`config.mk`:
```
export PLATFORM = sky130hd
export DESIGN_NAME = id_stage
export DESIGN_NICKNAME = d
export VERILOG_FILES = /design/src/hdl/rv_isa_pkg.sv /design/src/hdl/id_pipe_pkg.sv /design/src/hdl/id_ex_register.sv /design/src/hdl/id_stage.sv /design/src/hdl/imm_target_gen.sv /design/src/hdl/instr_decoder.sv /design/src/hdl/operand_mux.sv
export SDC_FILE = /design/constraint.sdc
export NUM_CORES = 1
export LEC_CHECK = 0
export BUFFER_PORTS_ARGS = -buffer_cell sky130_fd_sc_hd__buf_4
export CAP_MARGIN = 0
export CELL_PAD_IN_SITES_DETAIL_PLACEMENT = 0
export CELL_PAD_IN_SITES_GLOBAL_PLACEMENT = 1
export CORE_MARGIN = 1.5
export CORE_UTILIZATION = 38
export CTS_CLUSTER_SIZE = 10
export DETAILED_ROUTE_END_ITERATION = 10
export PLACE_DENSITY = 0.92
export SLEW_MARGIN = 20
export SYNTH_ARGS = -nofsm -noshare
export SYNTH_HDL_FRONTEND = slang
export SYNTH_SLANG_ARGS = --single-unit
export TNS_END_PERCENT = 20
```
`constraint.sdc`:
```
create_clock -name clk -period 4.3 [get_ports clk]
set_input_delay 0.43 -clock clk [delete_from_list [all_inputs] [get_ports clk]]
set_output_delay 0.43 -clock clk [all_outputs]
set_load 0.1 [all_outputs]
```
`src/hdl/rv_isa_pkg.sv`:
```
/*
 * RV32I encoding definitions
 * Word and register index types, kept major opcodes and field positions
 */
package rv_isa_pkg;

  // Data, address and instruction words
  typedef logic [31:0] word_t;

  // Register file index
  typedef logic [4:0]  reg_addr_t;

  // Major opcodes of the base integer set handled by decode
  typedef enum logic [6:0] {
    OPC_LOAD   = 7'h03,
    OPC_OPIMM  = 7'h13,
    OPC_AUIPC  = 7'h17,
    OPC_STORE  = 7'h23,
    OPC_OP     = 7'h33,
    OPC_LUI    = 7'h37,
    OPC_BRANCH = 7'h63,
    OPC_JALR   = 7'h67,
    OPC_JAL    = 7'h6F
  } opcode_e;

  // Instruction field positions
  localparam int unsigned OPCODE_MSB = 6;
  localparam int unsigned OPCODE_LSB = 0;
  localparam int unsigned RD_MSB     = 11;
  localparam int unsigned RD_LSB     = 7;
  localparam int unsigned FUNCT3_MSB = 14;
  localparam int unsigned FUNCT3_LSB = 12;
  localparam int unsigned RS1_MSB    = 19;
  localparam int unsigned RS1_LSB    = 15;
  localparam int unsigned RS2_MSB    = 24;
  localparam int unsigned RS2_LSB    = 20;
  localparam int unsigned FUNCT7_MSB = 31;
  localparam int unsigned FUNCT7_LSB = 25;

  // Link offset, no compressed instructions
  localparam word_t PC_INCR = 32'd4;

endpackage

```
`src/hdl/id_pipe_pkg.sv`:
```
/*
 * Decode stage pipeline definitions
 * Stage boundary structs, controller inputs, mux selects, ALU operator
 */
package id_pipe_pkg;
  import rv_isa_pkg::*;

  // ALU operator, including branch compares
  typedef enum logic [3:0] {
    ALU_ADD, ALU_SUB, ALU_SLL, ALU_SLT,
    ALU_SLTU, ALU_XOR, ALU_SRL, ALU_SRA,
    ALU_OR, ALU_AND, ALU_EQ, ALU_NE,
    ALU_LT, ALU_GE, ALU_LTU, ALU_GEU
  } alu_op_e;

  // Forwarding sources for rs1/rs2
  typedef enum logic [1:0] {SEL_REGFILE, SEL_FW_EX, SEL_FW_WB} fw_sel_e;

  // JALR base source, only WB is forwarded
  typedef enum logic {SELJ_REGFILE, SELJ_FW_WB} jalr_fw_sel_e;

  typedef enum logic [1:0] {OP_A_REG, OP_A_PC, OP_A_ZERO, OP_A_NONE} op_a_sel_e;
  typedef enum logic [1:0] {OP_B_REG, OP_B_IMM, OP_B_NONE} op_b_sel_e;
  typedef enum logic [1:0] {OP_C_REG, OP_C_BCH, OP_C_NONE} op_c_sel_e;
  typedef enum logic [1:0] {IMMB_I, IMMB_S, IMMB_U, IMMB_PCINCR} imm_b_sel_e;
  typedef enum logic [1:0] {BCH_JAL, BCH_JALR, BCH_BCH, BCH_NONE} bch_jmp_sel_e;

  // Fetch to decode
  typedef struct packed {
    logic  instr_valid;
    word_t pc;
    word_t instr;
  } if_id_pipe_t;

  // Bypass controls from the controller
  typedef struct packed {
    fw_sel_e      operand_a_fw_sel;
    fw_sel_e      operand_b_fw_sel;
    jalr_fw_sel_e jalr_fw_sel;
    logic         deassert_we;
  } ctrl_byp_t;

  typedef struct packed {
    logic halt_id;
    logic kill_id;
  } ctrl_fsm_t;

  // Decoder outputs shared by the datapath blocks
  typedef struct packed {
    logic         alu_en;
    logic         alu_bch;
    logic         alu_jmp;
    logic         alu_jmpr;
    alu_op_e      alu_op;
    logic         lsu_en;
    logic         lsu_we;
    logic [1:0]   lsu_size;
    logic         lsu_sext;
    logic         rf_we;
    reg_addr_t    rd;
    logic         illegal;
    op_a_sel_e    op_a_sel;
    op_b_sel_e    op_b_sel;
    op_c_sel_e    op_c_sel;
    imm_b_sel_e   imm_b_sel;
    bch_jmp_sel_e bch_jmp_sel;
  } dec_ctrl_t;

  // Decode to execute
  typedef struct packed {
    logic       instr_valid;
    word_t      pc;
    word_t      instr;
    logic       alu_en;
    logic       alu_bch;
    logic       alu_jmp;
    alu_op_e    alu_op;
    word_t      operand_a;
    word_t      operand_b;
    word_t      operand_c;
    logic       lsu_en;
    logic       lsu_we;
    logic [1:0] lsu_size;
    logic       lsu_sext;
    logic       rf_we;
    reg_addr_t  rf_waddr;
    logic       illegal_insn;
  } id_ex_pipe_t;

endpackage

```
`src/hdl/id_ex_register.sv`:
```
/*
 * ID/EX pipeline register
 * Stage ready/valid from halt, kill and EX ready, with field-qualified loads
 */
`timescale 1ns/1ps

module id_ex_register import rv_isa_pkg::*, id_pipe_pkg::*; (
  input  logic        clk,
  input  logic        rst_n,
  input  if_id_pipe_t if_id_pipe_i,
  input  ctrl_fsm_t   ctrl_fsm_i,
  input  dec_ctrl_t   dec_i,
  input  word_t       operand_a_i,
  input  word_t       operand_b_i,
  input  word_t       operand_c_i,
  input  logic        ex_ready_i,
  output logic        id_ready_o,
  output logic        id_valid_o,
  output id_ex_pipe_t id_ex_pipe_o
);

  logic local_valid;
  logic transfer;

  //////////////////////////////////////////////////////////////////////
  // Stage handshake
  //////////////////////////////////////////////////////////////////////
  // Kill and halt both hide the instruction from EX
  assign local_valid = if_id_pipe_i.instr_valid && !ctrl_fsm_i.kill_id && !ctrl_fsm_i.halt_id;
  assign id_valid_o  = local_valid;

  // Kill always drains ID
  assign id_ready_o  = ctrl_fsm_i.kill_id || (ex_ready_i && !ctrl_fsm_i.halt_id);

  assign transfer    = id_valid_o && ex_ready_i;

  //////////////////////////////////////////////////////////////////////
  // Pipeline register
  //////////////////////////////////////////////////////////////////////
  always_ff @(posedge clk or negedge rst_n) begin
    if (!rst_n) begin
      id_ex_pipe_o <= '0;
    end else if (transfer) begin
      id_ex_pipe_o.instr_valid  <= 1'b1;
      id_ex_pipe_o.pc           <= if_id_pipe_i.pc;
      id_ex_pipe_o.instr        <= if_id_pipe_i.instr;
      id_ex_pipe_o.illegal_insn <= dec_i.illegal;

      // Operands only when consumed
      if (dec_i.op_a_sel != OP_A_NONE) begin
        id_ex_pipe_o.operand_a <= operand_a_i;
      end
      if (dec_i.op_b_sel != OP_B_NONE) begin
        id_ex_pipe_o.operand_b <= operand_b_i;
      end
      if (dec_i.op_c_sel != OP_C_NONE) begin
        id_ex_pipe_o.operand_c <= operand_c_i;
      end

      id_ex_pipe_o.alu_en <= dec_i.alu_en;
      if (dec_i.alu_en) begin
        id_ex_pipe_o.alu_bch <= dec_i.alu_bch;
        id_ex_pipe_o.alu_jmp <= dec_i.alu_jmp;
        id_ex_pipe_o.alu_op  <= dec_i.alu_op;
      end

      id_ex_pipe_o.lsu_en <= dec_i.lsu_en;
      if (dec_i.lsu_en) begin
        id_ex_pipe_o.lsu_we   <= dec_i.lsu_we;
        id_ex_pipe_o.lsu_size <= dec_i.lsu_size;
        id_ex_pipe_o.lsu_sext <= dec_i.lsu_sext;
      end

      id_ex_pipe_o.rf_we <= dec_i.rf_we;
      if (dec_i.rf_we) begin
        id_ex_pipe_o.rf_waddr <= dec_i.rd;
      end
    end else if (ex_ready_i) begin
      // Bubble into EX
      id_ex_pipe_o.instr_valid <= 1'b0;
    end
  end

endmodule

```
`src/hdl/id_stage.sv`:
```
/*
 * RV32I instruction decode stage
 * Decoder, immediate and target generation, forwarding and ID/EX register
 */
`timescale 1ns/1ps

module id_stage import rv_isa_pkg::*, id_pipe_pkg::*; (
  input  logic        clk,
  input  logic        rst_n,
  // Fetch
  input  if_id_pipe_t if_id_pipe_i,
  // Controller
  input  ctrl_byp_t   ctrl_byp_i,
  input  ctrl_fsm_t   ctrl_fsm_i,
  // Register file read port and forwarding data
  output reg_addr_t   rf_raddr_o [2],
  output logic [1:0]  rf_re_o,
  input  word_t       rf_rdata_i [2],
  input  word_t       rf_wdata_ex_i,
  input  word_t       rf_wdata_wb_i,
  // Jump target to fetch
  output word_t       jmp_target_o,
  // Stage handshake
  input  logic        ex_ready_i,
  output logic        id_ready_o,
  output logic        id_valid_o,
  output id_ex_pipe_t id_ex_pipe_o
);

  dec_ctrl_t dec;
  word_t     imm_b;
  word_t     bch_target;
  word_t     jalr_base;
  word_t     operand_a;
  word_t     operand_b;
  word_t     operand_c;

  // Source register addresses straight from the instruction
  assign rf_raddr_o[0] = if_id_pipe_i.instr[RS1_MSB:RS1_LSB];
  assign rf_raddr_o[1] = if_id_pipe_i.instr[RS2_MSB:RS2_LSB];

  // JALR reads rs1 for its base even though operand A is pc
  assign rf_re_o[0] = (dec.op_a_sel == OP_A_REG) || dec.alu_jmpr;
  assign rf_re_o[1] = (dec.op_b_sel == OP_B_REG) || (dec.op_c_sel == OP_C_REG);

  instr_decoder decoder_i (
    .instr_i       (if_id_pipe_i.instr),
    .deassert_we_i (ctrl_byp_i.deassert_we),
    .dec_o         (dec)
  );

  imm_target_gen imm_target_i (
    .instr_i      (if_id_pipe_i.instr),
    .pc_i         (if_id_pipe_i.pc),
    .dec_i        (dec),
    .jalr_base_i  (jalr_base),
    .imm_b_o      (imm_b),
    .bch_target_o (bch_target),
    .jmp_target_o (jmp_target_o)
  );

  operand_mux operand_mux_i (
    .ctrl_byp_i    (ctrl_byp_i),
    .dec_i         (dec),
    .pc_i          (if_id_pipe_i.pc),
    .rf_rdata_i    (rf_rdata_i),
    .rf_wdata_ex_i (rf_wdata_ex_i),
    .rf_wdata_wb_i (rf_wdata_wb_i),
    .imm_b_i       (imm_b),
    .bch_target_i  (bch_target),
    .jalr_base_o   (jalr_base),
    .operand_a_o   (operand_a),
    .operand_b_o   (operand_b),
    .operand_c_o   (operand_c)
  );

  id_ex_register id_ex_reg_i (
    .clk          (clk),
    .rst_n        (rst_n),
    .if_id_pipe_i (if_id_pipe_i),
    .ctrl_fsm_i   (ctrl_fsm_i),
    .dec_i        (dec),
    .operand_a_i  (operand_a),
    .operand_b_i  (operand_b),
    .operand_c_i  (operand_c),
    .ex_ready_i   (ex_ready_i),
    .id_ready_o   (id_ready_o),
    .id_valid_o   (id_valid_o),
    .id_ex_pipe_o (id_ex_pipe_o)
  );

endmodule

```
`src/hdl/imm_target_gen.sv`:
```
/*
 * Immediate and target generator
 * Sign-extends the I/S/B/U/J immediates, picks the operand B immediate
 * and computes branch and jump targets
 */
`timescale 1ns/1ps

module imm_target_gen import rv_isa_pkg::*, id_pipe_pkg::*; (
  input  word_t     instr_i,
  input  word_t     pc_i,
  input  dec_ctrl_t dec_i,
  input  word_t     jalr_base_i,
  output word_t     imm_b_o,
  output word_t     bch_target_o,
  output word_t     jmp_target_o
);

  word_t imm_i_type;
  word_t imm_s_type;
  word_t imm_sb_type;
  word_t imm_u_type;
  word_t imm_uj_type;
  word_t jalr_sum;

  // Sign bit is always instr[31]
  assign imm_i_type  = {{20{instr_i[31]}}, instr_i[31:20]};
  assign imm_s_type  = {{20{instr_i[31]}}, instr_i[31:25], instr_i[11:7]};
  assign imm_sb_type = {{19{instr_i[31]}}, instr_i[31], instr_i[7],
                        instr_i[30:25], instr_i[11:8], 1'b0};
  assign imm_u_type  = {instr_i[31:12], 12'b0};
  assign imm_uj_type = {{12{instr_i[31]}}, instr_i[19:12], instr_i[20],
                        instr_i[30:21], 1'b0};

  // Operand B immediate
  always_comb begin
    case (dec_i.imm_b_sel)
      IMMB_S:      imm_b_o = imm_s_type;
      IMMB_U:      imm_b_o = imm_u_type;
      IMMB_PCINCR: imm_b_o = PC_INCR;
      default:     imm_b_o = imm_i_type;
    endcase
  end

  //////////////////////////////////////////////////////////////////////
  // Targets
  //////////////////////////////////////////////////////////////////////
  // Branch target goes to EX on operand C
  assign bch_target_o = pc_i + imm_sb_type;

  assign jalr_sum = jalr_base_i + imm_i_type;

  // Jumps resolve in ID
  always_comb begin
    case (dec_i.bch_jmp_sel)
      BCH_JALR: jmp_target_o = {jalr_sum[31:1], 1'b0};
      default:  jmp_target_o = pc_i + imm_uj_type;
    endcase
  end

endmodule

```
`src/hdl/instr_decoder.sv`:
```
/*
 * RV32I instruction decoder
 * Maps opcode, funct3 and funct7 onto unit enables, ALU operator,
 * operand and immediate selects, and flags illegal encodings
 */
`timescale 1ns/1ps

module instr_decoder import rv_isa_pkg::*, id_pipe_pkg::*; (
  input  word_t     instr_i,
  input  logic      deassert_we_i,
  output dec_ctrl_t dec_o
);

  // Nothing enabled, no operand taken
  localparam dec_ctrl_t DEC_IDLE = '{
    alu_op:      ALU_ADD,
    op_a_sel:    OP_A_NONE,
    op_b_sel:    OP_B_NONE,
    op_c_sel:    OP_C_NONE,
    imm_b_sel:   IMMB_I,
    bch_jmp_sel: BCH_NONE,
    default:     '0
  };

  opcode_e    opcode;
  logic [2:0] funct3;
  logic [6:0] funct7;

  assign opcode = opcode_e'(instr_i[OPCODE_MSB:OPCODE_LSB]);
  assign funct3 = instr_i[FUNCT3_MSB:FUNCT3_LSB];
  assign funct7 = instr_i[FUNCT7_MSB:FUNCT7_LSB];

  always_comb begin
    dec_o    = DEC_IDLE;
    dec_o.rd = instr_i[RD_MSB:RD_LSB];

    case (opcode)
      //////////////////////////////////////////////////////////////////////
      // Register and immediate arithmetic
      //////////////////////////////////////////////////////////////////////
      OPC_OP: begin
        dec_o.alu_en   = 1'b1;
        dec_o.rf_we    = 1'b1;
        dec_o.op_a_sel = OP_A_REG;
        dec_o.op_b_sel = OP_B_REG;
        if (funct7 == 7'h00) begin
          case (funct3)
            3'b000:  dec_o.alu_op = ALU_ADD;
            3'b001:  dec_o.alu_op = ALU_SLL;
            3'b010:  dec_o.alu_op = ALU_SLT;
            3'b011:  dec_o.alu_op = ALU_SLTU;
            3'b100:  dec_o.alu_op = ALU_XOR;
            3'b101:  dec_o.alu_op = ALU_SRL;
            3'b110:  dec_o.alu_op = ALU_OR;
            default: dec_o.alu_op = ALU_AND;
          endcase
        end else if (funct7 == 7'h20 && funct3 == 3'b000) begin
          dec_o.alu_op = ALU_SUB;
        end else if (funct7 == 7'h20 && funct3 == 3'b101) begin
          dec_o.alu_op = ALU_SRA;
        end else begin
          dec_o.illegal = 1'b1;
        end
      end

      OPC_OPIMM: begin
        dec_o.alu_en    = 1'b1;
        dec_o.rf_we     = 1'b1;
        dec_o.op_a_sel  = OP_A_REG;
        dec_o.op_b_sel  = OP_B_IMM;
        dec_o.imm_b_sel = IMMB_I;
        case (funct3)
          3'b000: dec_o.alu_op = ALU_ADD;
          3'b010: dec_o.alu_op = ALU_SLT;
          3'b011: dec_o.alu_op = ALU_SLTU;
          3'b100: dec_o.alu_op = ALU_XOR;
          3'b110: dec_o.alu_op = ALU_OR;
          3'b111: dec_o.alu_op = ALU_AND;
          3'b001: begin
            // Shift amount only, upper bits must be zero
            dec_o.alu_op  = ALU_SLL;
            dec_o.illegal = (funct7 != 7'h00);
          end
          default: begin
            // funct7 picks logical or arithmetic right shift
            dec_o.alu_op  = (funct7 == 7'h20) ? ALU_SRA : ALU_SRL;
            dec_o.illegal = (funct7 != 7'h00) && (funct7 != 7'h20);
          end
        endcase
      end

      // Upper immediates, ALU adds U immediate to zero or pc
      OPC_LUI, OPC_AUIPC: begin
        dec_o.alu_en    = 1'b1;
        dec_o.rf_we     = 1'b1;
        dec_o.op_a_sel  = (opcode == OPC_LUI) ? OP_A_ZERO : OP_A_PC;
        dec_o.op_b_sel  = OP_B_IMM;
        dec_o.imm_b_sel = IMMB_U;
      end

      //////////////////////////////////////////////////////////////////////
      // Control transfer
      //////////////////////////////////////////////////////////////////////
      // ALU computes the link address pc + 4
      OPC_JAL, OPC_JALR: begin
        dec_o.alu_en      = 1'b1;
        dec_o.alu_jmp     = 1'b1;
        dec_o.alu_jmpr    = (opcode == OPC_JALR);
        dec_o.rf_we       = 1'b1;
        dec_o.op_a_sel    = OP_A_PC;
        dec_o.op_b_sel    = OP_B_IMM;
        dec_o.imm_b_sel   = IMMB_PCINCR;
        dec_o.bch_jmp_sel = (opcode == OPC_JALR) ? BCH_JALR : BCH_JAL;
        dec_o.illegal     = (opcode == OPC_JALR) && (funct3 != 3'b000);
      end

      // Compare rs1 with rs2, target travels as operand C
      OPC_BRANCH: begin
        dec_o.alu_en      = 1'b1;
        dec_o.alu_bch     = 1'b1;
        dec_o.op_a_sel    = OP_A_REG;
        dec_o.op_b_sel    = OP_B_REG;
        dec_o.op_c_sel    = OP_C_BCH;
        dec_o.bch_jmp_sel = BCH_BCH;
        case (funct3)
          3'b000:  dec_o.alu_op = ALU_EQ;
          3'b001:  dec_o.alu_op = ALU_NE;
          3'b100:  dec_o.alu_op = ALU_LT;
          3'b101:  dec_o.alu_op = ALU_GE;
          3'b110:  dec_o.alu_op = ALU_LTU;
          3'b111:  dec_o.alu_op = ALU_GEU;
          default: dec_o.illegal = 1'b1;
        endcase
      end

      //////////////////////////////////////////////////////////////////////
      // Memory access
      //////////////////////////////////////////////////////////////////////
      OPC_LOAD: begin
        dec_o.lsu_en    = 1'b1;
        dec_o.rf_we     = 1'b1;
        dec_o.op_a_sel  = OP_A_REG;
        dec_o.op_b_sel  = OP_B_IMM;
        dec_o.imm_b_sel = IMMB_I;
        dec_o.lsu_size  = funct3[1:0];
        dec_o.lsu_sext  = !funct3[2];
        // No word access with zero extension, no doubleword
        dec_o.illegal   = (funct3[1:0] == 2'b11) || (funct3 == 3'b110);
      end

      OPC_STORE: begin
        dec_o.lsu_en    = 1'b1;
        dec_o.lsu_we    = 1'b1;
        dec_o.op_a_sel  = OP_A_REG;
        dec_o.op_b_sel  = OP_B_IMM;
        dec_o.op_c_sel  = OP_C_REG;
        dec_o.imm_b_sel = IMMB_S;
        dec_o.lsu_size  = funct3[1:0];
        dec_o.illegal   = funct3[2] || (funct3[1:0] == 2'b11);
      end

      default: dec_o.illegal = 1'b1;
    endcase

    // Illegal encodings reach EX as a flag only
    if (dec_o.illegal) begin
      dec_o         = DEC_IDLE;
      dec_o.illegal = 1'b1;
    end

    // Controller suppresses side effects, illegal flag stays
    if (deassert_we_i) begin
      dec_o.rf_we  = 1'b0;
      dec_o.alu_en = 1'b0;
      dec_o.lsu_en = 1'b0;
    end
  end

endmodule

```
`src/hdl/operand_mux.sv`:
```
/*
 * Operand forwarding and selection
 * Chooses register file, EX or WB data for rs1/rs2 and builds operands A, B, C
 */
`timescale 1ns/1ps

module operand_mux import rv_isa_pkg::*, id_pipe_pkg::*; (
  input  ctrl_byp_t ctrl_byp_i,
  input  dec_ctrl_t dec_i,
  input  word_t     pc_i,
  input  word_t     rf_rdata_i [2],
  input  word_t     rf_wdata_ex_i,
  input  word_t     rf_wdata_wb_i,
  input  word_t     imm_b_i,
  input  word_t     bch_target_i,
  output word_t     jalr_base_o,
  output word_t     operand_a_o,
  output word_t     operand_b_o,
  output word_t     operand_c_o
);

  word_t operand_a_fw;
  word_t operand_b_fw;

  // Same forwarding mux for both source registers
  function automatic word_t fw_pick(fw_sel_e sel, word_t rf, word_t ex, word_t wb);
    case (sel)
      SEL_FW_EX: return ex;
      SEL_FW_WB: return wb;
      default:   return rf;
    endcase
  endfunction

  assign operand_a_fw = fw_pick(ctrl_byp_i.operand_a_fw_sel, rf_rdata_i[0],
                                rf_wdata_ex_i, rf_wdata_wb_i);
  assign operand_b_fw = fw_pick(ctrl_byp_i.operand_b_fw_sel, rf_rdata_i[1],
                                rf_wdata_ex_i, rf_wdata_wb_i);

  // JALR base, EX result not forwarded here
  assign jalr_base_o = (ctrl_byp_i.jalr_fw_sel == SELJ_FW_WB) ? rf_wdata_wb_i : rf_rdata_i[0];

  always_comb begin
    case (dec_i.op_a_sel)
      OP_A_PC:   operand_a_o = pc_i;
      OP_A_ZERO: operand_a_o = '0;
      default:   operand_a_o = operand_a_fw;
    endcase
  end

  assign operand_b_o = (dec_i.op_b_sel == OP_B_IMM) ? imm_b_i : operand_b_fw;

  // Store data or branch target
  assign operand_c_o = (dec_i.op_c_sel == OP_C_BCH) ? bch_target_i : operand_b_fw;

endmodule

```
======== Word level (Yosys, flattened, before mapping) ========
Cells that the tools add are included.
Widths: inputs -> output; s select.
operators by class
  order comparisons ....................... 0
  shift-type cells ........................ 0
  bitwise operators ....................... 0
  equal/unequal tests ..................... 34
  div/mod/pow operators ................... 0
  multiply operators ...................... 0
  reductions and logical operators ........ 39
  add/sub/neg operators ................... 3
  multiplexer cells ....................... 42
operators with widths
  operator            count
  $pmux 32 s2         3
  $mux 32             4
  $add 32x32->32      3
  $pmux 32 s3         1
  $pmux 4 s7          2
  $mux 30             1
  $eq 7x6->1 const B  4
  $pmux 4 s6          1
  $eq 7x7->1 const B  3
  $mux 1              17
  $pmux 4 s4          1
  $eq 2x1->1 const B  7
  $eq 7x5->1 const B  2
  $reduce_or 7->1     2
  $eq 2x2->1 const B  6
  $eq 3x3->1 const B  4
  $pmux 4 s3          1
  $reduce_and 2->1    6
  $reduce_or 6->1     2
  $logic_and 1x1->1   8
  $pmux 2 s2          2
  $reduce_or 2->1     4
  $eq 7x2->1 const B  1
  $logic_not 7->1     1
  other kinds (18)    32
word-level totals
  memories ................................ 0
  input bits .............................. 204
  output and inout port bits .............. 226
  latch bits .............................. 0
  word-level logic and storage cells ...... 135
  bits in read-only memories .............. 0
  register bits after elaboration ......... 180
  RAM bits ................................ 0

======== Logic depth before layout (Yosys ltp) ========
  word-level depth ........................ 10
  mapped depth ............................ 14
  depth with buffers taken out ............ 12

======== Cells and area by module ========
A second synthesis with hierarchy kept.
unflattened totals
  cells, all modules ...................... 1,792
  area total of the unflattened synthesis .. 15,237.1 um^2
by module, submodules not included
  module          cells an instance  area an instance (um^2)  instances  sequential area each (um^2)
  id_ex_register  533                6,806.5                  1          4,504.3
  imm_target_gen  704                4,870.9                  1          0.0
  operand_mux     418                2,725.1                  1          0.0
  instr_decoder   125                745.7                    1          0.0
  id_stage        12                 88.8                     1          0.0

======== Worst setup path after synthesis ========
No wires, ideal clock.
  path type ............................... input to output
  from .................................... input port ctrl_byp_i[1] (netlist name)
  to ...................................... output port jmp_target_o[31]
  stages on the path ...................... 13
  slack ................................... -1.524 ns
  buffers on the path ..................... 3
  data arrival time ....................... 5.394 ns
  data required time ...................... 3.870 ns
  cells stage by stage .................... clkbuf_1 -> clkbuf_1 -> mux2_2 -> ha_1 -> clkbuf_1 -> a21oi_1 -> o211ai_1 -> a21o_1 -> a21o_1 -> o22ai_1 -> nor2_1 -> nand4_1 -> a311oi_1
on the way
  longest elaborated chain between the ends .. 3
ends and longest elaborated chain
  item            line                  source
  from (decl)     id_stage.sv:13        input ctrl_byp_t ctrl_byp_i,
  $mux 32         operand_mux.sv:40     assign jalr_base_o = (ctrl_byp_i.jalr_fw_sel == SELJ_FW_WB) ? rf_wdata_wb_i : rf_rdata_i[0];
  $add 32x32->32  imm_target_gen.sv:50  assign jalr_sum = jalr_base_i + imm_i_type;
  $mux 32         imm_target_gen.sv:54  case (dec_i.bch_jmp_sel)
  to (decl)       id_stage.sv:22        output word_t jmp_target_o,
Every way passes these cells.

======== Worst setup path after layout ========
Same ends and word-level chain as after synthesis.

==> metrics.txt <==
Synth warnings=0; Final Hold Fails=0; post-synthesis mux area share=under 10%; Clock Skew=0 ns; area grow syn2layout=32.0%; clock power share=19.0%; Net Sw Power=approximately 0.0045 W; CTS Root Cell=clkbuf_16; vias per cell=5.81; post-CTS setup buffers=0; Cell Int Power=between 0.003 and 0.004 W; Starting Density=38.4%; number of flops mapped to enable cells by yosys=0; most frequent CP cell=a21o_1; r2r setup slk=around 3.5 ns; Slew Viols, Final=0; sequential fraction of design power=between 20% and 30%; drt wl/cell=roughly 24 um; die area=38100 um2; max reg flops=180; cells on worst reg2reg path=1; Compound-Gate Fraction of Synth Area=26.4%; Resized cells post-CTS=0; I/O pin count=430; worst setup margin=0.183 ns; nature of the critical path endpoint=output pin; largest fanout on the critical path=18; Post-synth ARST share=100%; Rows=70; clk sinks=180; Post-Route WL=65200 um; DR vias=~16000; largest reg by FF count=id_ex_reg_i.id_ex_pipe_o; RSZ-0062 raised after global routing=false; Post-CTS Hold Buffers=0; H-tree depth=4; Gate Count Post-Synth=around 1800; Period minus WS final=around 4.1 ns; global-route wire length before repair=roughly 96000 um; number of port buffers=429; pwr dens=around 450 nW/um2; status=finished, final reports clean; crit path DAT=3.69 ns; design area=18500 um2; core footprint=approximately 37000 um2; Synth Area in Simple Gates=20.5%; worst reg2reg endpoint=id_ex_reg_i.id_ex_pipe_o[111]; Worst EP required=between 3 and 4 ns; part of the cycle the worst path needs=95.8%; FF+latch count, synth=180; chip height=195 um; router iterations before antenna repair=6; worst slew pin tran=1.04 ns; Max Root-Sink Buffers=2; initial antenna violation count=0; reg2reg start=id_ex_reg_i.id_ex_pipe_o[111]; Main synth FF type=dfrtp_1; Nets=2480; Leak=9.02 nW; Die X=195 um; Antenna Cells=0; area of the multi-input gates=about 9000 um2; DRC Markers=0; RePlAce Congestion=0.963; clock latency on the worst-skew pair=about 0.46 ns; worst slack, placed=0.0462 ns; Avg Cell Area, Syn=7.77 um2; Worst VDD drop=a little over 0.4 mV; Setup CP Type=input port to output pin; post-synth cell types=80; sequential fraction of the synthesis area=roughly 32%; max_slew headroom=a little under a third; combinational family with the most area after synthesis=compound AO/OA/AOI/OAI gates; max_cap viols=0; post-synthesis instance area=around 14000 um2; DRT iter0 DRCs=1255; Hold/Removal Path Class=input port to async pin; overall routing resource usage=33.6%; total CTS buffers=17; CTS tree=built; Worst path slowest cell=mux2_2; Switching Share=53.6%; Synth Area in Adders=7.56%; Synth Net Count=2092; layout cells sized above 1=between 20% and 30%; Final HPWL DP=52400 um; type of origin of the critical path=input port; CP cell instances=buf_4 > buf_12 > mux2_2 > ha_1 > a21o_1 > a21o_1 > a311o_1 > a21o_1 > a21oi_1 > o21bai_1 > a211oi_1 > a21oi_1 > a311oi_2 > buf_6; Final ANT Viol Nets=0; largest net degree at the start of global routing=roughly 110; GR Overflow Total=0; number of global-route vias before repair=approximately 15000; count of final setup violators=0; Placement Cell Area=17900 um2; Regs by FF count=id_ex_reg_i.id_ex_pipe_o x180; FILL cells=3655; CTS clk-pin slew, worst paths=0.08 ns; sequential standard cell area=4500 um2; max incr delay on CP=around 0.35 ns; Post-Synth XOR/XNOR Area=5.06%; Max Clock Freq=243 MHz; share of total power in combinational logic=56.2%
metrics by stage:
step	utilization (%)	setup TNS, ns	instances	power (W)	hold WS [ns]
6_report	50.7	0	2674	0.00840	0.0612
5_1_grt	50.7	0	2674	0.00868	0.138
3_3_place_gp	49.1	-0.00877	2642	0.00678	0.459
4_1_cts	50.7	0	2674	0.00839	0.106
3_5_place_dp	49.1	0	2642	0.00680	0.463
2_1_floorplan	-	-9.90	1805	0.00547	0.134
cell usage after synthesis, types with 6 or more instances:
master | number | share of area [%]
nand2b_1 | 24 | 1.1
a221oi_2 | 11 | 1.2
o22a_1 | 7 | 0.44
o21ai_1 | 18 | 0.64
mux2i_1 | 6 | 0.43
buf_2 | 13 | 0.46
o21ai_0 | 113 | 4.0
o21a_1 | 12 | 0.64
buf_4 | 14 | 0.75
nor3_1 | 22 | 0.78
o31ai_1 | 10 | 0.53
nor2_1 | 236 | 6.3
inv_1 | 29 | 0.78
a211oi_1 | 6 | 0.32
nor4_1 | 6 | 0.27
ha_1 | 80 | 7.1
dfrtp_1 | 180 | 32
xor2_1 | 33 | 2.1
a21o_1 | 31 | 1.7
xnor2_1 | 48 | 3.0
nand4_1 | 8 | 0.36
buf_1 | 7 | 0.19
and3_1 | 12 | 0.53
a31oi_1 | 25 | 1.1
a21oi_1 | 227 | 8.1
nand2_1 | 299 | 8.0
nor2b_1 | 7 | 0.31
mux2_1 | 6 | 0.48
o211ai_1 | 11 | 0.59
a22oi_1 | 64 | 3.4
mux2_2 | 35 | 2.8
clkbuf_1 | 90 | 2.4
nand3_1 | 21 | 0.75
o21bai_1 | 11 | 0.59
how the worst max path moves through the flow:
stage	start	end	slack, ns	cells after the start
2_1_floorplan	ctrl_byp_i[1]	jmp_target_o[31]	-0.59	13
3_3_place_gp	ctrl_byp_i[1]	jmp_target_o[30]	-0.009	14
3_5_place_dp	ctrl_byp_i[1]	jmp_target_o[30]	0.05	14
4_1_cts	ctrl_byp_i[1]	jmp_target_o[30]	0.02	14
5_1_grt	ctrl_byp_i[1]	jmp_target_o[30]	0.004	15
6_report	ctrl_byp_i[1]	jmp_target_o[31]	0.18	14
cell families after synthesis:
family                     count (synthesis)
and+or+nand+nor                          667
adders and majority gates                 83
muxes                                     47
DFF                                      180
AOI/OAI and AO/OA                        593
buffers and inverters                    154
xor gates and xnor gates                  81
power by group through the flow:
stage	clock, W	combinational [W]	sequential, W
finish	0.00160	0.00472	0.00208
global route	0.00168	0.00490	0.00210
CTS	0.00161	0.00470	0.00208
detailed placement	0	0.00469	0.00211
global placement	0	0.00468	0.00210
floorplan	0	0.00162	0.00385
routing by layer:
layer,GRT usage [%],wire length [um],up-vias
met5,0,0,-
met4,19.7,4170,0
met2,55.2,30300,737
met1,40.2,25400,7495
met3,7.75,5440,145
li1,-,-,7156
cells in the final DEF, fill, tap and decap left out, types with 33 or more instances in the layout:
master	n
a21oi_1	224
a22oi_1	64
buf_4	488
dfrtp_1	180
ha_1	79
mux2_2	35
nand2_1	298
nor2_1	234
o21ai_0	103
xnor2_1	48
xor2_1	33
final cells by class:
cell class | count | share of cell area (%)
multi-input combinational | 1471 | 48.6
sequential | 180 | 24.3
timing repair buffer | 494 | 20.2
tap | 468 | 3.16
clock buffer | 21 | 2.59
inverter | 29 | 0.587
clock inverter | 11 | 0.533
worst max-delay path: cells and delay by family:
family / cells / cell delay (ns)
compound gates: 9 / 1.87
fa+ha+maj: 1 / 0.29
buf+inv: 3 / 0.74
mux: 1 / 0.35
Power figures use the tool's default switching activity.
